==> src/common/htu_pkg.sv <==
package htu_pkg;

  localparam int ADDR_W   = 32;
  localparam int NUM_SETS = 8;
  localparam int MAX_WAYS = 8;

  // ------------------------------
  // address fields
  // ------------------------------
  typedef logic [ADDR_W-1:10]            tag_t;
  typedef logic [$clog2(NUM_SETS)-1:0]   index_t;
  typedef logic [$clog2(MAX_WAYS)-1:0]   way_t;
  typedef logic [ADDR_W-1:5]             line_addr_t;
  typedef logic [5:0]                    set_way_t;
  typedef logic [1:0]                    ch_id_t;

  // codes 2 and 3 not used by this bank
  typedef enum logic [1:0] {
    OP_READ  = 2'd0,
    OP_WRITE = 2'd1
  } htu_op_e;

  typedef enum logic [1:0] {
    LS_EMPTY = 2'd0,
    LS_CLEAN = 2'd1,
    LS_DIRTY = 2'd3
  } line_state_e;

  // ------------------------------
  // bundles
  // ------------------------------
  typedef struct packed {
    ch_id_t            ch_id;
    htu_op_e           op;
    logic [ADDR_W-1:4] addr;
  } htu_req_t;

  typedef struct packed {
    logic        hit;
    way_t        way;
    line_state_e off0_state;
    line_state_e off1_state;
    logic        victim_dirty;
  } htu_lookup_t;

  // opcode[0] is write, opcode[1] is need evict
  typedef struct packed {
    logic        need_linefill;
    ch_id_t      ch_id;
    logic [1:0]  opcode;
    logic [6:0]  set_way_offset;
    line_state_e off0_state;
    line_state_e off1_state;
  } htu_isu_t;

endpackage

==> src/set_array/htu_set_entry.sv <==
`timescale 1ns/1ns

module htu_set_entry
  import htu_pkg::*;
#(
  parameter int NUM_WAYS = 8
) (
  input  logic        clk_i,
  input  logic        rst_n_i,
  input  logic        sel_i,
  input  logic        update_en_i,
  input  logic        update_write_i,
  input  tag_t        tag_i,
  input  logic        offset_i,
  output logic        hit_o,
  output way_t        way_o,
  output line_state_e off0_state_o,
  output line_state_e off1_state_o,
  output logic        victim_dirty_o
);

  localparam int WAY_W = $clog2(NUM_WAYS);

  tag_t                tag_q  [NUM_WAYS];
  line_state_e         off0_q [NUM_WAYS];
  line_state_e         off1_q [NUM_WAYS];
  logic [WAY_W-1:0]    victim_q;

  logic [NUM_WAYS-1:0] way_hit;
  logic                hit_any;
  logic [WAY_W-1:0]    hit_way;
  logic [WAY_W-1:0]    sel_way;
  line_state_e         cur_off0;
  line_state_e         cur_off1;
  line_state_e         cur_acc;
  line_state_e         cur_other;
  line_state_e         nxt_acc;
  line_state_e         nxt_other;
  line_state_e         nxt_off0;
  line_state_e         nxt_off1;
  logic                upd;

  // ------------------------------
  // lookup
  // ------------------------------
  // a way with both halves empty holds no line
  always_comb begin
    for (int w = 0; w < NUM_WAYS; w++) begin
      way_hit[w] = (tag_q[w] == tag_i)
                 && ((off0_q[w] != LS_EMPTY) || (off1_q[w] != LS_EMPTY));
    end
  end

  always_comb begin
    hit_way = '0;
    for (int w = 0; w < NUM_WAYS; w++) begin
      if (way_hit[w]) begin
        hit_way = WAY_W'(w);
      end
    end
  end

  assign hit_any  = |way_hit;
  assign sel_way  = hit_any ? hit_way : victim_q;
  assign cur_off0 = off0_q[sel_way];
  assign cur_off1 = off1_q[sel_way];

  assign hit_o          = hit_any;
  assign way_o          = way_t'(sel_way);
  assign off0_state_o   = cur_off0;
  assign off1_state_o   = cur_off1;
  assign victim_dirty_o = (off0_q[victim_q] == LS_DIRTY) || (off1_q[victim_q] == LS_DIRTY);

  // ------------------------------
  // next half states
  // ------------------------------
  assign cur_acc   = offset_i ? cur_off1 : cur_off0;
  assign cur_other = offset_i ? cur_off0 : cur_off1;

  always_comb begin
    if (update_write_i) begin
      nxt_acc = LS_DIRTY;
    end else if (!hit_any || (cur_acc == LS_EMPTY)) begin
      nxt_acc = LS_CLEAN;
    end else begin
      nxt_acc = cur_acc;
    end
  end

  // a fresh allocation starts with the untouched half empty
  assign nxt_other = hit_any ? cur_other : LS_EMPTY;
  assign nxt_off0  = offset_i ? nxt_other : nxt_acc;
  assign nxt_off1  = offset_i ? nxt_acc : nxt_other;

  assign upd = sel_i & update_en_i;

  always_ff @(posedge clk_i or negedge rst_n_i) begin
    if (!rst_n_i) begin
      for (int w = 0; w < NUM_WAYS; w++) begin
        off0_q[w] <= LS_EMPTY;
        off1_q[w] <= LS_EMPTY;
      end
      victim_q <= '0;
    end else if (upd) begin
      off0_q[sel_way] <= nxt_off0;
      off1_q[sel_way] <= nxt_off1;
      // round robin, wraps since NUM_WAYS is a power of two
      if (!hit_any) begin
        victim_q <= victim_q + 1'b1;
      end
    end
  end

  always_ff @(posedge clk_i) begin
    if (upd && !hit_any) begin
      tag_q[victim_q] <= tag_i;
    end
  end

endmodule

==> src/set_array/htu_set_array.sv <==
`timescale 1ns/1ns

module htu_set_array
  import htu_pkg::*;
#(
  parameter int NUM_WAYS = 8
) (
  input  logic        clk_i,
  input  logic        rst_n_i,
  input  index_t      index_i,
  input  tag_t        tag_i,
  input  logic        offset_i,
  input  logic        update_en_i,
  input  logic        update_write_i,
  output htu_lookup_t lookup_o
);

  logic [NUM_SETS-1:0] set_sel;
  logic                set_hit    [NUM_SETS];
  way_t                set_way    [NUM_SETS];
  line_state_e         set_off0   [NUM_SETS];
  line_state_e         set_off1   [NUM_SETS];
  logic                set_vdirty [NUM_SETS];

  // one-hot set select
  always_comb begin
    for (int s = 0; s < NUM_SETS; s++) begin
      set_sel[s] = (index_i == index_t'(s));
    end
  end

  // ------------------------------
  // sets
  // ------------------------------
  for (genvar s = 0; s < NUM_SETS; s++) begin : g_set
    htu_set_entry #(
      .NUM_WAYS (NUM_WAYS)
    ) u_set_entry (
      .clk_i          (clk_i),
      .rst_n_i        (rst_n_i),
      .sel_i          (set_sel[s]),
      .update_en_i    (update_en_i),
      .update_write_i (update_write_i),
      .tag_i          (tag_i),
      .offset_i       (offset_i),
      .hit_o          (set_hit[s]),
      .way_o          (set_way[s]),
      .off0_state_o   (set_off0[s]),
      .off1_state_o   (set_off1[s]),
      .victim_dirty_o (set_vdirty[s])
    );
  end

  // ------------------------------
  // result of the addressed set
  // ------------------------------
  always_comb begin
    lookup_o.hit        = set_hit[index_i];
    lookup_o.way        = set_way[index_i];
    lookup_o.off0_state = set_off0[index_i];
    lookup_o.off1_state = set_off1[index_i];
    // only a miss throws the victim out
    lookup_o.victim_dirty = set_vdirty[index_i] & ~set_hit[index_i];
  end

endmodule

==> src/logic/htu_dispatch.sv <==
`timescale 1ns/1ns

module htu_dispatch
  import htu_pkg::*;
(
  input  logic        req_valid_i,
  input  htu_req_t    req_i,
  input  htu_lookup_t lookup_i,
  input  logic        isu_allow_in_i,
  input  logic        biu_arready_i,
  output logic        allow_in_o,
  output logic        isu_valid_o,
  output htu_isu_t    isu_o,
  output logic        biu_arvalid_o,
  output line_addr_t  biu_araddr_o,
  output set_way_t    biu_set_way_o,
  output logic        update_en_o,
  output logic        update_write_o
);

  logic        op_is_read;
  logic        op_is_write;
  index_t      index;
  logic        offset;
  line_state_e acc_state;
  logic        need_refill;
  logic        need_evict;
  logic        refill_ok;

  // ------------------------------
  // decode
  // ------------------------------
  assign op_is_read  = (req_i.op == OP_READ);
  assign op_is_write = (req_i.op == OP_WRITE);
  assign index       = req_i.addr[7:5];
  assign offset      = req_i.addr[4];

  assign acc_state = offset ? lookup_i.off1_state : lookup_i.off0_state;

  // read miss, or read hit to a half not yet filled
  assign need_refill = op_is_read & (~lookup_i.hit | (acc_state == LS_EMPTY));

  // victim_dirty already qualified with miss in the array
  assign need_evict = lookup_i.victim_dirty;

  // ------------------------------
  // handshakes
  // ------------------------------
  assign refill_ok     = ~need_refill | biu_arready_i;
  assign allow_in_o    = isu_allow_in_i & refill_ok;
  assign isu_valid_o   = req_valid_i & refill_ok;
  assign biu_arvalid_o = req_valid_i & need_refill & isu_allow_in_i;

  // kickoff
  assign update_en_o    = req_valid_i & allow_in_o;
  assign update_write_o = op_is_write;

  // ------------------------------
  // issue and refill payload
  // ------------------------------
  always_comb begin
    isu_o.need_linefill  = need_refill;
    isu_o.ch_id          = req_i.ch_id;
    isu_o.opcode         = {need_evict, op_is_write};
    isu_o.set_way_offset = {index, lookup_i.way, offset};
    isu_o.off0_state     = lookup_i.off0_state;
    isu_o.off1_state     = lookup_i.off1_state;
  end

  assign biu_araddr_o  = req_i.addr[ADDR_W-1:5];
  assign biu_set_way_o = {index, lookup_i.way};

endmodule

==> src/logic/bank_htu_top.sv <==
`timescale 1ns/1ns

module bank_htu_top
  import htu_pkg::*;
#(
  parameter int NUM_WAYS = 8
) (
  input  logic       clk_i,
  input  logic       rst_n_i,
  // crossbar request
  input  logic       req_valid_i,
  input  htu_req_t   req_i,
  output logic       allow_in_o,
  // issue unit
  output logic       isu_valid_o,
  output htu_isu_t   isu_o,
  input  logic       isu_allow_in_i,
  // linefill read
  output logic       biu_arvalid_o,
  output line_addr_t biu_araddr_o,
  output set_way_t   biu_set_way_o,
  input  logic       biu_arready_i
);

  htu_lookup_t lookup;
  logic        update_en;
  logic        update_write;

  htu_set_array #(
    .NUM_WAYS (NUM_WAYS)
  ) u_set_array (
    .clk_i          (clk_i),
    .rst_n_i        (rst_n_i),
    .index_i        (req_i.addr[7:5]),
    .tag_i          (req_i.addr[ADDR_W-1:10]),
    .offset_i       (req_i.addr[4]),
    .update_en_i    (update_en),
    .update_write_i (update_write),
    .lookup_o       (lookup)
  );

  htu_dispatch u_dispatch (
    .req_valid_i    (req_valid_i),
    .req_i          (req_i),
    .lookup_i       (lookup),
    .isu_allow_in_i (isu_allow_in_i),
    .biu_arready_i  (biu_arready_i),
    .allow_in_o     (allow_in_o),
    .isu_valid_o    (isu_valid_o),
    .isu_o          (isu_o),
    .biu_arvalid_o  (biu_arvalid_o),
    .biu_araddr_o   (biu_araddr_o),
    .biu_set_way_o  (biu_set_way_o),
    .update_en_o    (update_en),
    .update_write_o (update_write)
  );

endmodule

==> config.mk <==
export PLATFORM = sky130hd
export DESIGN_NAME = bank_htu_top
export DESIGN_NICKNAME = d
export VERILOG_FILES = /design/src/common/htu_pkg.sv /design/src/set_array/htu_set_entry.sv /design/src/set_array/htu_set_array.sv /design/src/logic/htu_dispatch.sv /design/src/logic/bank_htu_top.sv
export SDC_FILE = /design/constraint.sdc
export NUM_CORES = 2
export LEC_CHECK = 0
export BUFFER_PORTS_ARGS = -buffer_cell sky130_fd_sc_hd__buf_2
export CORE_MARGIN = 4
export CORE_UTILIZATION = 50
export DETAILED_ROUTE_END_ITERATION = 8
export GPL_TIMING_DRIVEN = 0
export PLACE_DENSITY = 0.66
export RECOVER_POWER = 25
export SLEW_MARGIN = 20
export SYNTH_ARGS = -nofsm -noshare
export SYNTH_HDL_FRONTEND = slang
export SYNTH_HIERARCHICAL = 1
export SYNTH_SLANG_ARGS = --single-unit
==> constraint.sdc <==
create_clock -name clk_i -period 8.6 [get_ports clk_i]
set_input_delay 1.29 -clock clk_i [delete_from_list [all_inputs] [get_ports clk_i]]
set_output_delay 1.29 -clock clk_i [all_outputs]
set_load 0.02 [all_outputs]
### Word level (Yosys, flattened, before mapping)

Memories as Yosys holds them, arrays and structs flattened.
Cells that the tools add are included.

* input port bits: 37
* memories: 8
* logic and storage cells: 912
* memory bits (writable): 1408
* output and inout bits: 52
* register bits after elaboration: 280

Memory list
* u_set_array.g_set[0].u_set_entry.tag_q: words 8, width 22, read ports 8, clocked after Yosys merged registers in 0, wr ports 1, RTL line htu_set_entry.sv:24 `tag_t tag_q [NUM_WAYS];`
* u_set_array.g_set[1].u_set_entry.tag_q: words 8, width 22, read ports 8, clocked after Yosys merged registers in 0, wr ports 1, RTL line htu_set_entry.sv:24
* u_set_array.g_set[2].u_set_entry.tag_q: words 8, width 22, read ports 8, clocked after Yosys merged registers in 0, wr ports 1, RTL line htu_set_entry.sv:24
* u_set_array.g_set[3].u_set_entry.tag_q: words 8, width 22, read ports 8, clocked after Yosys merged registers in 0, wr ports 1, RTL line htu_set_entry.sv:24
* u_set_array.g_set[4].u_set_entry.tag_q: words 8, width 22, read ports 8, clocked after Yosys merged registers in 0, wr ports 1, RTL line htu_set_entry.sv:24
* u_set_array.g_set[5].u_set_entry.tag_q: words 8, width 22, read ports 8, clocked after Yosys merged registers in 0, wr ports 1, RTL line htu_set_entry.sv:24
* 2 more memories

* equality and inequality tests: 88
* reduce and logical (&&, ||, !) cells: 323
* $lt $le $gt $ge: 25
* muxes and demuxes: 280
* bitwise logic cells: 44
* add/sub/neg operators: 8

Operators by type and width (number)
* $eq A22 B22 Y1: 64
* $mux W2: 133
* $bwmux W16: 16
* $reduce_bool A2 Y1: 128
* $bmux W2 S3: 34
* $mux W3: 58
* $logic_and A1 B1 Y1: 80
* $logic_or A1 B1 Y1: 80
* $ge A4 B4 Y1 const B: 17
* $not A3 Y4: 17
* $reduce_or A8 Y1: 8
* $demux W2 S3: 8
* $eq A2 B2 Y1 const B: 16
* $lt A4 B1 Y1 const B: 8
* $mux W1: 28
* $add A3 B1 Y3 const B: 8
* $logic_not A2 Y1: 10
* $reduce_and A2 Y1: 8
* $and A1 B1 Y1: 15
* $eq A3 B3 Y1 const B: 4
* $not A1 Y1: 10
* $bmux W3 S3: 1
* $logic_not A1 Y1: 8
* $bmux W1 S3: 2
* 5 further kinds: 7

### Depth between registers and ports, before layout

* word-level depth: 30
* gate-level depth with buffers: 24
* mapped depth without buffers: 20

### By module

Netlist, hierarchy kept.

Modules (own cells, without submodules)
* htu_set_entry (u_set_array.g_set[1].u_set_entry ...): area an instance 10401.2 um^2, cells each 760, instances 5, sequential area each 6160.9 um^2
* htu_set_entry (u_set_array.g_set[3].u_set_entry): area an instance 10392.5 um^2, cells each 765, instances 1, sequential area each 6160.9 um^2
* htu_set_entry (u_set_array.g_set[0].u_set_entry): area an instance 10317.4 um^2, cells each 768, instances 1, sequential area each 6160.9 um^2
* htu_set_entry (u_set_array.g_set[7].u_set_entry): area an instance 10247.3 um^2, cells each 767, instances 1, sequential area each 6160.9 um^2
* htu_set_array: area an instance 663.1 um^2, cells each 46, instances 1, sequential area each 0.0 um^2
* htu_dispatch: area an instance 461.7 um^2, cells each 62, instances 1, sequential area each 0.0 um^2

### Least setup slack after synthesis

No wires, ideal clock.

* path type: input to register
* start point: in req_i[11] (netlist bit)
* end point: mem u_set_array/g_set[1].u_set_entry/tag_q[0][0] (netlist bit), enable pin
* stages on the path: 19
* library setup time: 0.429 ns
* path buffers: 2
* setup slack: 0.713 ns
* arrival time: 7.459 ns
* required time: 8.171 ns
* cell sequence: buf_6 xor2_1 or4_1 or4b_1 o22ai_2 nor3_1 a21oi_2 nand2_2 buf_6 or4_1 o31ai_1 mux4_1 mux2_2 nor3b_2 o31a_2 nor2_1 nand2_1 or3_1 nor3_1

RTL lines
* start, declared: RTL line bank_htu_top.sv:12 `input htu_req_t req_i,`
* end, declared: RTL line htu_set_entry.sv:24

==> out/metrics.yaml <==
status: "finished, violations left"
violations: "max-capacitance violations, max-slew violations"
antenna_found_initial: 13
yosys_warnings: 6
drt-vias-per-instance: 6.31
cts_tree: "yes"
port_buffers: 81
fmax_mhz: 117
grt_pass1_wl_um: 377000
clkTransAtPathRegs_ps: 50
grt_max_degree: 99
power_density_nw_per_um2: 213
critPathLaunchType: "input pin"
critPathCaptureType: "output pin"
finalNetCount: 6618
cpPeakStageDelay_ps: 700
synth-seq-cells: 1688
placementRows: 150
drv_slew: 91
dr.pass1.iters: 6
final_cell_area_um2: 95000
synth_top_area_frac: 0.503
synth_edf_count: 1408
cp_num_buf_inv: 5
async_flop_share: 0.166
syn_inst: 6208
hold_depth: 1
synth_flop_cell: "edfxtp_1"
ys_seq_area_frac: 0.586
routed_wl_um: 260000
synth_area_leader_cell: "edfxtp_1"
drive_above_1_share: 0.187
timing.final.hold_violations: 0
finalPower_uw: 20200
r2r_cells: 20
finalSetupTns_ps: 0
synth_fp_nets: 6253
slew_headroom: -2.48
grt_usage: 0.294
core_area_um2: 167000
reg2reg_to: "u_set_array/g_set[5].u_set_entry/tag_q[1][2]$_DFFE_PP_"
hold-worst-slack_ps: 550
numCtsBuffers: 177
ioPinCount: 89
ant_nets: 0
post-route-min-period_ps: 8530
r2r_slack_ps: 1290
dp_hpwl_um: 167000
ir_drop_v: 0.000209
holdPathEnd: "u_set_array/g_set[2].u_set_entry/off0_q[6]$_DFFE_PN0P_"
min_period_over_period: 0.992
path_max_fanout: 43
finalClockSkew_ps: 34.6
synth_area_leaders: "edfxtp_1 50%, xor2_1 10%, dfrtp_1 8.3%, xnor2_1 4.8%, nor4_1 2.9%"
gp_congestion: 0.931
first_global_vias: 55200
die-width_um: 418
drt-wirelength-per-cell_um: 29.1
syn_area_um2: 84100
worstSkewPairLatency_ps: 830
worst-path-stages: 19
timing.rr.start: "u_set_array/g_set[1].u_set_entry/off0_q[8]$_DFFE_PN0P_"
worstPathRequired_ps: 7310
route.vias.total: 56300
arrival_ps: 7240
leakagePower_uw: 0.0330
h-tree-depth: 4
finalSetupViolations: 0
rsz0062_at_grt: "false"
cts.sinks: 1688
drtIter0Drc: 6673
synth_cell_types: 110
drc: 0
area_delta_synth_final_pct: 12.9
fp.dieH_um: 418
place_area_um2: 89300
hold_path_class: "register to register"
worst_slew_pin_slew_ps: 5210
grt-ovfl-total: 0
drv_cap: 1
layoutNonFillerInstCount: 8926
worstSetupPathType: "input pin to output pin"
dieArea_um2: 175000
clockBufferDepth: 3
hold_start: "u_set_array/g_set[2].u_set_entry/off0_q[6]$_DFFE_PN0P_"
cts_root_buf: "clkbuf_16"
start_util: 0.503
avgSynthCellArea_um2: 13.5
crit_family: "simple AND/OR/NAND/NOR gates"
dp.cells: 8598
cp_cell_sequence: "buf_6, buf_16, clkbuf_4, xor2_1, nor4_1, nand4b_1, nor4_1, or2_2, buf_2, nor4b_2, a221o_1, nor3_1, nor2_1, mux4_1, mux2_2, nor3_2, nor2_1, a2111oi_2, buf_2"
post_cts_buffers: 0
critPathSlowestCell: "mux4_1"
cell usage after synthesis, drive strengths merged, types with 34 or more instances:
cell type / instances
nand2: 223
xor2: 991
mux4: 58
xnor2: 461
o21ai: 50
nand4: 175
nand4b: 49
mux2: 200
mux2i: 59
nor4b: 61
buf: 257
nor4: 416
clkbuf: 42
nor2: 347
inv: 77
edfxtp: 1408
a31oi: 69
o22ai: 37
nand3: 51
or3b: 42
dfrtp: 280
and4: 34
nor3: 235
logic make-up after synthesis:
group / after synthesis / synth area share
compound gates: 499 / 0.0512
xor+xnor: 1452 / 0.152
fa+ha+maj: 8 / 0.00119
buf+inv: 382 / 0.0266
flops: 1688 / 0.586
mux: 317 / 0.0500
simple gates: 1862 / 0.133
per-layer routing:
metal	track usage	up-vias	wire length (µm)
met5	0	-	10
li1	-	24200	-
met4	0.114	2	10100
met2	0.470	2946	122000
met3	0.0521	582	22200
met1	0.401	28600	106000
how the worst max path moves through the flow:
| stage | from | end | slack (ps) |
|---|---|---|---|
| final | req_i[27] | biu_arvalid_o | 70 |
| after global routing | req_i[27] | biu_arvalid_o | 5 |
| after CTS | req_i[19] | biu_arvalid_o | 6 |
| after detailed placement | req_i[27] | u_set_array/g_set[5].u_set_entry/tag_q[1][10]$_DFFE_PP_ | -790 |
| after global placement | req_i[27] | u_set_array/g_set[1].u_set_entry/tag_q[0][13]$_DFFE_PP_ | -5880 |
| after floorplan | req_i[11] | u_set_array/g_set[1].u_set_entry/tag_q[0][0]$_DFFE_PP_ | 710 |
area by class of cell:
cell class                 count  area, µm²
clock buffer                 240       4890
fill                       13400      72300
clock inverter                78        627
antenna                       10       25.0
buffer                       299       1940
timing repair buffer         186       2170
multi-input combinational   4138      32900
sequential                  1688      49300
tap                         2204       2760
inverter                      83        319
per-stage QoR:
| stage | worst slack, ps | utilization |
|---|---|---|
| after floorplan | 713 | - |
| after global placement | -5880 | 0.522 |
| after detailed placement | -795 | 0.534 |
| after CTS | 6.19 | 0.567 |
| after global routing | 4.94 | 0.568 |
| final | 72.2 | 0.568 |
worst register-to-register path: stages (launching register included):
cell and delay (ps):
dfrtp_1 450, nor4_1 870, nand3b_1 230, nor4_2 80, nor4_2 750, a21oi_2 210
nand2_4 230, clkinv_2 220, o31ai_1 550, mux4_1 560, mux2_2 270, nor3b_2 60
o31a_2 370, nor2_4 130, buf_12 190, nand2_1 320, nor2_1 310, nand2_1 220
nor3_2 500, buf_4 290, buf_4 200
report_power, final:
group	switching, µW	total [µW]	internal, µW
registers	238	9330	9090
logic	2320	3560	1240
clock network	3190	7360	4170
state kept, by name, indices dropped and copies added, names as in the netlist:
name,cells
u_set_array/g_set.u_set_entry/off0_q,128
u_set_array/g_set.u_set_entry/tag_q,1408
u_set_array/g_set.u_set_entry/off1_q,128
u_set_array/g_set.u_set_entry/victim_q,24
timing repair:
action	CTS	global route
hold buffers	0	0
cloned	0	0
setup endpoints to repair	4	24
resized for setup	7	30
pin swaps	0	0
layout by cell type, fill, tap and decap left out, drive strengths merged, types with 58 or more instances in the layout:
master,netlist,layout
nand4,175,175
inv,77,84
xnor2,461,461
mux2i,59,59
xor2,991,991
nand2,223,223
clkbuf,42,289
mux2,200,200
clkinv,6,67
nor3,235,235
nor4b,61,61
nor2,347,347
edfxtp,1408,1408
dfrtp,280,280
a31oi,69,69
nor4,416,416
mux4,58,58
buf,257,436
Power figures use the tool's default switching activity.
